## config.mk

```make
export PLATFORM = sky130hd
export DESIGN_NAME = rpnCalcTop
export DESIGN_NICKNAME = d
export VERILOG_FILES = /design/src/logic/rpnCalcPkg.sv /design/src/logic/rpnCalcTop.sv /design/src/logic/displayScanner.sv /design/src/logic/binToBcd.sv /design/src/logic/rpnAlu.sv /design/src/logic/calcSequencer.sv /design/src/logic/buttonDebouncer.sv
export VERILOG_INCLUDE_DIRS = /design/src /design/src/logic
export SDC_FILE = /design/constraint.sdc
export NUM_CORES = 1
export LEC_CHECK = 0
export ABC_AREA = 1
export BUFFER_PORTS_ARGS = -buffer_cell sky130_fd_sc_hd__buf_2
export CORE_MARGIN = 4
export CORE_UTILIZATION = 35
export DETAILED_ROUTE_END_ITERATION = 8
export GPL_TIMING_DRIVEN = 0
export PLACE_DENSITY = 0.59
export SETUP_SLACK_MARGIN = 0.1
export SYNTH_ARGS = -nofsm -noshare
export SYNTH_HDL_FRONTEND = slang
export SYNTH_SLANG_ARGS = --single-unit
export TNS_END_PERCENT = 1
```

## constraint.sdc

```tcl
create_clock -name clk -period 2.69 [get_ports clk]
set_clock_uncertainty 0.2 [all_clocks]
set_input_delay 0.538 -clock clk [delete_from_list [all_inputs] [get_ports clk]]
set_output_delay 0.538 -clock clk [all_outputs]
set_load 0.005 [all_outputs]
```

## src/logic/rpnCalc_cfg.svh

```systemverilog
`ifndef RPN_CALC_CFG_SVH
`define RPN_CALC_CFG_SVH

// Operand and result width in bits
`define RPN_DATA_WIDTH 16

// Cycles a synchronised button level must hold before it counts
// Short here for simulation, at least 2
`define RPN_DEBOUNCE_CYCLES 16

// Cycles each display digit stays lit, at least 1
`define RPN_SCAN_CYCLES 4

`endif
```

## src/logic/rpnCalcPkg.sv

```systemverilog
`default_nettype none

`include "rpnCalc_cfg.svh"

package rpnCalcPkg;

	////////////////////////////////////////////////////////////
	// Sequencer states and ALU opcodes
	////////////////////////////////////////////////////////////

	typedef enum logic [1:0] {
		stEnterA,      // Waiting for operand A
		stEnterB,      // Waiting for operand B
		stEnterOp,     // Waiting for opcode
		stShowResult   // Result latched and shown
	} calcState_e;

	typedef enum logic [1:0] {
		opAdd,
		opSub,
		opAnd,
		opOr
	} aluOp_e;

	////////////////////////////////////////////////////////////
	// Bundles between blocks
	////////////////////////////////////////////////////////////

	typedef struct packed {
		logic negative;  // Result MSB
		logic zero;
		logic carry;     // Carry out, or borrow on subtract
		logic overflow;  // Signed overflow
	} aluFlags_t;

	typedef struct packed {
		logic [`RPN_DATA_WIDTH-1:0] a;
		logic [`RPN_DATA_WIDTH-1:0] b;
		aluOp_e                     op;
	} aluReq_t;

	typedef struct packed {
		logic [`RPN_DATA_WIDTH-1:0] value;
		aluFlags_t                  flags;
	} aluRes_t;

	// Five decimal digits, d4 most significant
	typedef struct packed {
		logic [3:0] d4;
		logic [3:0] d3;
		logic [3:0] d2;
		logic [3:0] d1;
		logic [3:0] d0;
	} bcdWord_t;

endpackage

`default_nettype wire

```

## src/logic/rpnCalcTop.sv

```systemverilog
`default_nettype none

`include "rpnCalc_cfg.svh"

module rpnCalcTop (
	input  logic                       clk,
	input  logic                       arstN,
	input  logic                       Enter,
	input  logic                       Undo,
	input  logic                       DisplayFormat,  // 1 selects decimal
	input  logic [`RPN_DATA_WIDTH-1:0] DataIn,
	output logic [6:0]                 Segments,
	output logic [7:0]                 Anodes,
	output rpnCalcPkg::aluFlags_t      Flags,
	output rpnCalcPkg::calcState_e     Status
);

	import rpnCalcPkg::*;

	logic                       enterPress;
	logic                       undoPress;
	aluReq_t                    aluReq;
	aluRes_t                    aluRes;
	logic [`RPN_DATA_WIDTH-1:0] dispValue;
	logic                       convValid;
	logic                       convReady;
	logic [`RPN_DATA_WIDTH-1:0] convValue;
	logic                       bcdValid;
	bcdWord_t                   bcd;

	////////////////////////////////////////////////////////////
	// Buttons
	////////////////////////////////////////////////////////////

	buttonDebouncer enterDeb (
		.clk       (clk),
		.arstN     (arstN),
		.rawButton (Enter),
		.press     (enterPress)
	);

	buttonDebouncer undoDeb (
		.clk       (clk),
		.arstN     (arstN),
		.rawButton (Undo),
		.press     (undoPress)
	);

	////////////////////////////////////////////////////////////
	// Calculator core
	////////////////////////////////////////////////////////////

	calcSequencer seq0 (
		.clk        (clk),
		.arstN      (arstN),
		.enterPress (enterPress),
		.undoPress  (undoPress),
		.dataIn     (DataIn),
		.aluReq     (aluReq),
		.aluRes     (aluRes),
		.dispValue  (dispValue),
		.state      (Status),
		.flags      (Flags)
	);

	rpnAlu alu0 (
		.req (aluReq),
		.res (aluRes)
	);

	// Display path
	binToBcd conv0 (
		.clk      (clk),
		.arstN    (arstN),
		.inValid  (convValid),
		.inReady  (convReady),
		.inValue  (convValue),
		.outValid (bcdValid),
		.bcd      (bcd)
	);

	displayScanner scan0 (
		.clk       (clk),
		.arstN     (arstN),
		.value     (dispValue),
		.decimal   (DisplayFormat),
		.convValid (convValid),
		.convReady (convReady),
		.convValue (convValue),
		.bcdValid  (bcdValid),
		.bcd       (bcd),
		.segments  (Segments),
		.anodes    (Anodes)
	);

endmodule

`default_nettype wire

```

## src/logic/displayScanner.sv

```systemverilog
`default_nettype none

`include "rpnCalc_cfg.svh"

module displayScanner (
	input  logic                       clk,
	input  logic                       arstN,
	input  logic [`RPN_DATA_WIDTH-1:0] value,
	input  logic                       decimal,
	output logic                       convValid,
	input  logic                       convReady,
	output logic [`RPN_DATA_WIDTH-1:0] convValue,
	input  logic                       bcdValid,
	input  rpnCalcPkg::bcdWord_t       bcd,
	output logic [6:0]                 segments,
	output logic [7:0]                 anodes
);

	import rpnCalcPkg::*;

	localparam int ScanCycles = `RPN_SCAN_CYCLES;
	localparam int PreW       = ($clog2(ScanCycles) > 0) ? $clog2(ScanCycles) : 1;
	localparam int HexDigits  = `RPN_DATA_WIDTH / 4;

	logic [PreW-1:0] prescale;
	logic [2:0]      digitIdx;
	logic            lastTick;    // Final cycle of the current digit
	logic            frameStart;  // Wrap from digit 7 to digit 0
	bcdWord_t        bcdLatch;    // Last finished conversion
	logic [3:0]      digitVal;
	logic [6:0]      segOn;       // Active high with a in bit 0

	////////////////////////////////////////////////////////////
	// Scan timing
	////////////////////////////////////////////////////////////

	assign lastTick   = (prescale == PreW'(ScanCycles - 1));
	assign frameStart = lastTick && (digitIdx == 3'd7);

	always_ff @(posedge clk or negedge arstN) begin
		if (!arstN) begin
			prescale <= '0;
			digitIdx <= '0;
		end else if (lastTick) begin
			prescale <= '0;
			digitIdx <= digitIdx + 1'b1;  // Wraps 7 to 0
		end else begin
			prescale <= prescale + 1'b1;
		end
	end

	// Conversion request held steady until taken
	always_ff @(posedge clk or negedge arstN) begin
		if (!arstN) begin
			convValid <= 1'b0;
			convValue <= '0;
		end else if (convValid && convReady) begin
			convValid <= 1'b0;
		end else if (frameStart && !convValid) begin
			convValid <= 1'b1;
			convValue <= value;
		end
	end

	always_ff @(posedge clk or negedge arstN) begin
		if (!arstN)
			bcdLatch <= '0;
		else if (bcdValid)
			bcdLatch <= bcd;
	end

	////////////////////////////////////////////////////////////
	// Digit select and segment encode
	////////////////////////////////////////////////////////////

	always_comb begin
		digitVal = 4'd0;  // Positions above the value
		if (decimal) begin
			case (digitIdx)
				3'd0: digitVal = bcdLatch.d0;
				3'd1: digitVal = bcdLatch.d1;
				3'd2: digitVal = bcdLatch.d2;
				3'd3: digitVal = bcdLatch.d3;
				3'd4: digitVal = bcdLatch.d4;
				default: digitVal = 4'd0;
			endcase
		end else if (int'(digitIdx) < HexDigits) begin
			digitVal = value[digitIdx*4 +: 4];
		end
	end

	always_comb begin
		case (digitVal)  // gfedcba
			4'h0: segOn = 7'h3F;
			4'h1: segOn = 7'h06;
			4'h2: segOn = 7'h5B;
			4'h3: segOn = 7'h4F;
			4'h4: segOn = 7'h66;
			4'h5: segOn = 7'h6D;
			4'h6: segOn = 7'h7D;
			4'h7: segOn = 7'h07;
			4'h8: segOn = 7'h7F;
			4'h9: segOn = 7'h6F;
			4'hA: segOn = 7'h77;
			4'hB: segOn = 7'h7C;
			4'hC: segOn = 7'h39;
			4'hD: segOn = 7'h5E;
			4'hE: segOn = 7'h79;
			default: segOn = 7'h71;  // F
		endcase
	end

	// Registered outputs go dark in reset
	always_ff @(posedge clk or negedge arstN) begin
		if (!arstN) begin
			anodes   <= '1;
			segments <= '1;
		end else begin
			anodes   <= ~(8'b1 << digitIdx);  // Active low
			segments <= ~segOn;
		end
	end

endmodule

`default_nettype wire

```

## src/logic/binToBcd.sv

```systemverilog
`default_nettype none

`include "rpnCalc_cfg.svh"

module binToBcd (
	input  logic                       clk,
	input  logic                       arstN,
	input  logic                       inValid,
	output logic                       inReady,
	input  logic [`RPN_DATA_WIDTH-1:0] inValue,
	output logic                       outValid,
	output rpnCalcPkg::bcdWord_t       bcd
);

	import rpnCalcPkg::*;

	localparam int W     = `RPN_DATA_WIDTH;
	localparam int StepW = $clog2(W + 1);
	localparam int BusyCycles = W + 2;  // Load, W shifts, result cycle

	logic             busy;
	logic [StepW-1:0] step;      // Shift steps done
	logic [W-1:0]     shiftBin;  // Binary bits still to shift in
	logic [19:0]      bcdWork;   // Five digits being built
	logic [19:0]      bcdAdj;    // Digits after the add-three pass

	// Add three to any digit of five or more before the shift
	always_comb begin
		for (int i = 0; i < 5; i++) begin
			if (bcdWork[i*4 +: 4] >= 4'd5)
				bcdAdj[i*4 +: 4] = bcdWork[i*4 +: 4] + 4'd3;
			else
				bcdAdj[i*4 +: 4] = bcdWork[i*4 +: 4];
		end
	end

	////////////////////////////////////////////////////////////
	// Conversion sequencing
	////////////////////////////////////////////////////////////

	always_ff @(posedge clk or negedge arstN) begin
		if (!arstN) begin
			busy     <= 1'b0;
			step     <= '0;
			outValid <= 1'b0;
		end else if (!busy) begin
			if (inValid) begin  // Transfer
				busy <= 1'b1;
				step <= '0;
			end
		end else if (step != StepW'(W)) begin
			step <= step + 1'b1;
		end else if (!outValid) begin
			outValid <= 1'b1;  // Digits ready
		end else begin
			outValid <= 1'b0;
			busy     <= 1'b0;  // Ready again next cycle
		end
	end

	// Datapath
	always_ff @(posedge clk) begin
		if (!busy && inValid) begin
			shiftBin <= inValue;
			bcdWork  <= '0;
		end else if (busy && step != StepW'(W)) begin
			bcdWork  <= {bcdAdj[18:0], shiftBin[W-1]};
			shiftBin <= shiftBin << 1;
		end
	end

	assign inReady = ~busy;
	assign bcd     = bcdWord_t'(bcdWork);

	// No new value is taken while a conversion runs
	readyLowWhileBusy: assert property (
		@(posedge clk) disable iff (!arstN)
		(inValid && inReady) |=> !inReady [*BusyCycles]
	) else $error("converter accepted input during a conversion");

endmodule

`default_nettype wire

```

## src/logic/rpnAlu.sv

```systemverilog
`default_nettype none

`include "rpnCalc_cfg.svh"

module rpnAlu (
	input  rpnCalcPkg::aluReq_t req,
	output rpnCalcPkg::aluRes_t res
);

	import rpnCalcPkg::*;

	localparam int W = `RPN_DATA_WIDTH;

	logic [W:0] sum;   // Extra bit holds carry out
	logic [W:0] diff;  // Extra bit holds borrow
	logic       signA;
	logic       signB;

	assign signA = req.a[W-1];
	assign signB = req.b[W-1];

	always_comb begin
		sum  = {1'b0, req.a} + {1'b0, req.b};
		diff = {1'b0, req.a} - {1'b0, req.b};
		res  = '0;

		case (req.op)
			opAdd: begin
				res.value          = sum[W-1:0];
				res.flags.carry    = sum[W];
				// Same-sign inputs, result sign flipped
				res.flags.overflow = (signA == signB) && (sum[W-1] != signA);
			end
			opSub: begin
				res.value          = diff[W-1:0];
				res.flags.carry    = diff[W];  // Borrow
				// Opposite-sign inputs, result sign differs from a
				res.flags.overflow = (signA != signB) && (diff[W-1] != signA);
			end
			opAnd: res.value = req.a & req.b;
			default: res.value = req.a | req.b;  // opOr
		endcase

		res.flags.negative = res.value[W-1];
		res.flags.zero     = (res.value == '0);
	end

endmodule

`default_nettype wire

```

## src/logic/calcSequencer.sv

```systemverilog
`default_nettype none

`include "rpnCalc_cfg.svh"

module calcSequencer (
	input  logic                       clk,
	input  logic                       arstN,
	input  logic                       enterPress,
	input  logic                       undoPress,
	input  logic [`RPN_DATA_WIDTH-1:0] dataIn,
	output rpnCalcPkg::aluReq_t        aluReq,
	input  rpnCalcPkg::aluRes_t        aluRes,
	output logic [`RPN_DATA_WIDTH-1:0] dispValue,
	output rpnCalcPkg::calcState_e     state,
	output rpnCalcPkg::aluFlags_t      flags
);

	import rpnCalcPkg::*;

	logic [`RPN_DATA_WIDTH-1:0] aReg;       // Operand A
	logic [`RPN_DATA_WIDTH-1:0] bReg;       // Operand B
	aluOp_e                     opReg;      // Stored opcode
	logic [`RPN_DATA_WIDTH-1:0] resultReg;  // Latched ALU value

	////////////////////////////////////////////////////////////
	// Entry FSM with result and flag latch
	////////////////////////////////////////////////////////////

	always_ff @(posedge clk or negedge arstN) begin
		if (!arstN) begin
			state     <= stEnterA;
			flags     <= '0;
			resultReg <= '0;
		end else if (enterPress) begin  // Enter has priority over Undo
			case (state)
				stEnterA:  state <= stEnterB;
				stEnterB:  state <= stEnterOp;
				stEnterOp: begin
					state     <= stShowResult;
					resultReg <= aluRes.value;
					flags     <= aluRes.flags;
				end
				default: begin  // Back to a fresh calculation
					state <= stEnterA;
					flags <= '0;
				end
			endcase
		end else if (undoPress) begin
			flags <= '0;
			case (state)
				stShowResult: state <= stEnterOp;
				stEnterOp:    state <= stEnterB;
				stEnterB:     state <= stEnterA;
				default:      state <= stEnterA;  // Nothing before A
			endcase
		end
	end

	// Operand capture
	always_ff @(posedge clk) begin
		if (enterPress) begin
			case (state)
				stEnterA:  aReg  <= dataIn;
				stEnterB:  bReg  <= dataIn;
				stEnterOp: opReg <= aluOp_e'(dataIn[1:0]);
				default:   ;
			endcase
		end
	end

	// While the opcode is on the switches the ALU sees it live
	always_comb begin
		aluReq.a  = aReg;
		aluReq.b  = bReg;
		aluReq.op = (state == stEnterOp) ? aluOp_e'(dataIn[1:0]) : opReg;
	end

	assign dispValue = (state == stShowResult) ? resultReg : dataIn;

	stateLegal: assert property (
		@(posedge clk) disable iff (!arstN)
		!$isunknown(state) && (state inside {stEnterA, stEnterB, stEnterOp, stShowResult})
	) else $error("sequencer state is not a legal value");

endmodule

`default_nettype wire

```

## src/logic/buttonDebouncer.sv

```systemverilog
`default_nettype none

`include "rpnCalc_cfg.svh"

module buttonDebouncer (
	input  logic clk,
	input  logic arstN,
	input  logic rawButton,
	output logic press
);

	localparam int DebCycles = `RPN_DEBOUNCE_CYCLES;
	localparam int CntW      = $clog2(DebCycles);

	logic [1:0]      syncQ;    // Two-flop synchroniser
	logic [CntW-1:0] cnt;      // Consecutive cycles away from the stable level
	logic            stable;   // Accepted button level
	logic            stableQ;  // Previous accepted level, for edge detect

	////////////////////////////////////////////////////////////
	// Synchroniser and stability counter
	////////////////////////////////////////////////////////////

	always_ff @(posedge clk or negedge arstN) begin
		if (!arstN) begin
			syncQ  <= '0;
			cnt    <= '0;
			stable <= 1'b0;
		end else begin
			syncQ <= {syncQ[0], rawButton};
			if (syncQ[1] != stable) begin
				if (cnt == CntW'(DebCycles - 1)) begin  // Held long enough
					stable <= syncQ[1];
					cnt    <= '0;
				end else begin
					cnt <= cnt + 1'b1;
				end
			end else begin
				cnt <= '0;  // Glitch ended, start over
			end
		end
	end

	// One pulse on each accepted rising level, none on release
	always_ff @(posedge clk or negedge arstN) begin
		if (!arstN) begin
			stableQ <= 1'b0;
			press   <= 1'b0;
		end else begin
			stableQ <= stable;
			press   <= stable & ~stableQ;
		end
	end

	// A press is a single cycle wide
	pressSingleCycle: assert property (
		@(posedge clk) disable iff (!arstN) press |=> !press
	) else $error("press held for more than one cycle");

endmodule

`default_nettype wire

```

==> results.py <==
metrics = {
    "status": {
        "status": "finished, final reports clean",
    },
    "layout": {
        "fillers": 2808,
        "drive_above_1_share_pct": 17.2,
        "fin_nets": 1450,
        "num_antenna_cells": 0,
        "area.growth.synth_to_final_pct": 19.8,
    },
    "setup_path": {
        "endpoint_kind": "flip-flop",
        "cp.arrival_ps": 2770,
        "path_cells": "ha_2 > buf_8 > clkbuf_16 > o21ai_2 > nor2_1 > o21ai_2 > a22oi_2 > buf_4 > buf_4 > ha_1 > o21ai_1 > nand2_1 > o31ai_1",
        "worst-setup-path-type": "flip-flop to flip-flop",
        "slowest_delay_ps": 410,
        "crit_path_max_fanout": 7,
        "r2r_start": "seq0.state[0]$_DFFE_PN0P_",
        "critPathRequiredTime_ps": 2830,
        "critPathSlowestCell": "dfrtp_1",
        "crit_path_start_kind": "flip-flop",
        "critPathLaunch": "seq0.state[0]$_DFFE_PN0P_",
    },
    "route": {
        "routed_wl_mm": 25.5,
        "vias": 8392,
        "post_drt_wl_per_cell_um": 14.7,
        "via_per_inst": 4.84,
        "drc_errors": 0,
        "postRouteAntennaNets": 0,
        "first_iter_violations": 689,
        "dr.pass1.iters": 5,
    },
    "global_routing": {
        "overflow": 0,
        "grt_max_degree": 59,
        "antenna_found_initial": 0,
        "grt_pass1_wl_mm": 40.6,
        "grt.total_usage_pct": 16.1,
        "grt_pass1_vias": 8003,
    },
    "clock_network": {
        "cts.sinks": 174,
        "clk_latency_ps": 430,
        "clk_pin_slew_ps": 70,
        "cts_buffers": 17,
        "root_buffer": "clkbuf_16",
        "cts_tree": "done",
        "cts_htree_levels": 4,
        "cts.path.max_buffers": 2,
    },
    "placement": {
        "numPortBuffers": 41,
        "pre_cts_slack_ps": -292,
        "place_congestion": 0.893,
        "dpl.hpwl_mm": 19.0,
    },
    "floorplanning": {
        "core_area_um2": 28000,
        "die_x_um": 177,
        "die_h_um": 177,
        "start_util_pct": 35.8,
        "top_level_ports": 42,
        "num_rows": 61,
        "dieArea_um2": 31400,
    },
    "yosys": {
        "synth_area_um2": 10000,
        "ys_types": 45,
        "synth_edf_count": 50,
        "synthFlopType": "dfrtp_1",
        "syn_avg_cell_area_um2": 8.02,
        "yosys_warnings": 0,
        "synth_cells": 1249,
        "seq_area_frac_synth_pct": 45.1,
        "async_flop_share_pct": 59.8,
        "synth_seq_cells": 174,
        "synth_nets": 1355,
    },
    "timing": {
        "min_period_ps": 2630,
        "setup_viol": 0,
        "worst_slew_pin_slew_ps": 774,
        "finalHoldViolCount": 0,
        "fin_crit_sh_pct": 97.9,
        "rsz0062_at_grt": "yes",
        "worst_slack_ps": 57.4,
        "max_freq_mhz": 380,
        "timing.max_slew.rel_slack_pct": 48.3,
        "slew_violations": 0,
    },
    "pwr": {
        "power_density_nw_per_um2": 504,
        "ir_worst_vdd_mv": 0.405,
        "power_mw": 6.05,
        "cellLeakagePower_nw": 5.69,
    },
    "hold_path": {
        "hold_start": "DataIn[11]",
        "hp-class": "primary input to flip-flop",
    },
    "flow_run": {
        "cap_violations": 0,
    },
}
==> cell usage in the layout, fill, tap and decap left out, types with 4 or more instances in the layout <==
cell,n
nand3_1,92
nor2_4,6
a21oi_1,43
inv_2,14
a21oi_2,4
or2_2,4
inv_8,5
nand3_2,7
nor2_1,70
nand2_2,21
clkbuf_1,13
ha_1,72
dfstp_2,15
ha_2,7
dfxtp_1,20
xnor2_1,5
edfxtp_1,50
nor2_2,7
ha_4,4
buf_4,32
o21ai_2,5
nand4_1,13
o211ai_1,5
o21ai_0,99
nand2_1,315
o21ai_1,14
inv_1,176
clkbuf_16,20
buf_2,44
nand2_4,7
xor2_1,9
dfrtp_1,87
o22ai_1,12
==> cells by family after synthesis <==
logic type	count (synthesis)	share of synthesized area (%)
AND/OR/NAND/NOR	552	23.2
buffers and inverters	221	8.70
AO/OA/AOI/OAI	200	10.7
flip-flops	174	45.1
adder cells (fa/ha/maj)	85	10.8
XOR/XNOR	14	1.22
multiplexers	3	0.300
==> area by class of cell <==
class | count | area [um2] | area share (%)
Buffer | 26 | 179 | 1.49
Clock buffer | 18 | 450 | 3.75
Timing Repair Buffer | 76 | 537 | 4.47
Clock inverter | 14 | 163 | 1.36
Inverter | 195 | 746 | 6.21
Multi-Input combinational cell | 854 | 4930 | 41.1
Tap cell | 378 | 473 | 3.94
Sequential cell | 174 | 4530 | 37.7
==> state kept, by name, summed over array words and instances (netlist names), 5 cells and up <==
signal,cells
seq0.bReg,16
scan0.segments,7
scan0.convValue,16
conv0.bcd,20
scan0.bcdLatch,20
conv0.step,5
seq0.resultReg,16
seq0.aReg,16
conv0.shiftBin,16
scan0.anodes,8
==> metal layers <==
metal	wire length, um	GRT usage, %	vias up	part of all wire (%)
met5	0	0	-	0
met4	319	4.09	0	1.3
met3	629	1.88	22	2.5
met2	12900	28.3	137	51
met1	11600	21.0	4013	45
li1	-	-	4220	-
==> Yosys cell counts (9+ instances only) <==
cell type    n  area share, %
a21oi_1     47            2.3
o21ai_0    113            5.6
clkbuf_1    13           0.49
dfstp_2     15            3.9
inv_1      186            7.0
nand4_1     13           0.81
ha_1        83             10
xor2_1       9           0.79
o22ai_1     13           0.81
nor2_1      78            2.9
nand2_1    335             13
dfrtp_1     89             22
nand3_1     98            4.9
dfxtp_1     20            4.0
edfxtp_1    50             15
==> critical path, delay by kind of cell (launching register included) <==
family | cells | cell delay, ps
AOI/OAI and AO/OA | 5 | 790
DFF | 1 | 410
adders and majority gates | 2 | 400
and+or+nand+nor | 2 | 170
buffers and inverters | 4 | 590
==> worst paths after layout <==
check	endpoint	cells after the start	slack (ps)
min	seq0.aReg[11]$_DFFE_PP_	1	120
min reg2reg	undoDeb.syncQ[1]$_DFF_PN0_	0	150
max reg2reg	scan0.segments[5]$_DFF_PN1_	13	60
min in group asynchronous	undoDeb.syncQ[1]$_DFF_PN0_	2	460
max	scan0.segments[5]$_DFF_PN1_	13	60
max in group asynchronous	scan0.digitIdx[0]$_DFFE_PN0P_	3	1100
==> report_power, final <==
part	internal, mW	switching (mW)
combinational	0.205	0.341
clock	1.31	1.20
sequential	2.85	0.141
==> metrics by stage <==
step | hold slack [ps] | cells | area [um2] | TNS [ps] | utilization [%]
after floorplan | 42.4 | 1249 | 10000 | 0 | -
after global placement | 135 | 1668 | 10700 | -35040 | 38.2
after detailed placement | 136 | 1669 | 10700 | -1900 | 38.3
after CTS | 107 | 1712 | 11500 | 0 | 41.1
after global routing | 112 | 1735 | 12000 | -146 | 42.9
final | 123 | 1735 | 12000 | 0 | 42.9
==> timing repair <==
item                       in CTS  in global routing
hold buffers                    3                  0
cloned                          0                  2
gates resized for setup        31                 89
buffers inserted                8                 21
pin swaps                       3                 25
setup endpoints to repair      35                 38
hold endpoints to repair       33                  0
No activity file was read; power rests on OpenSTA's default activity.
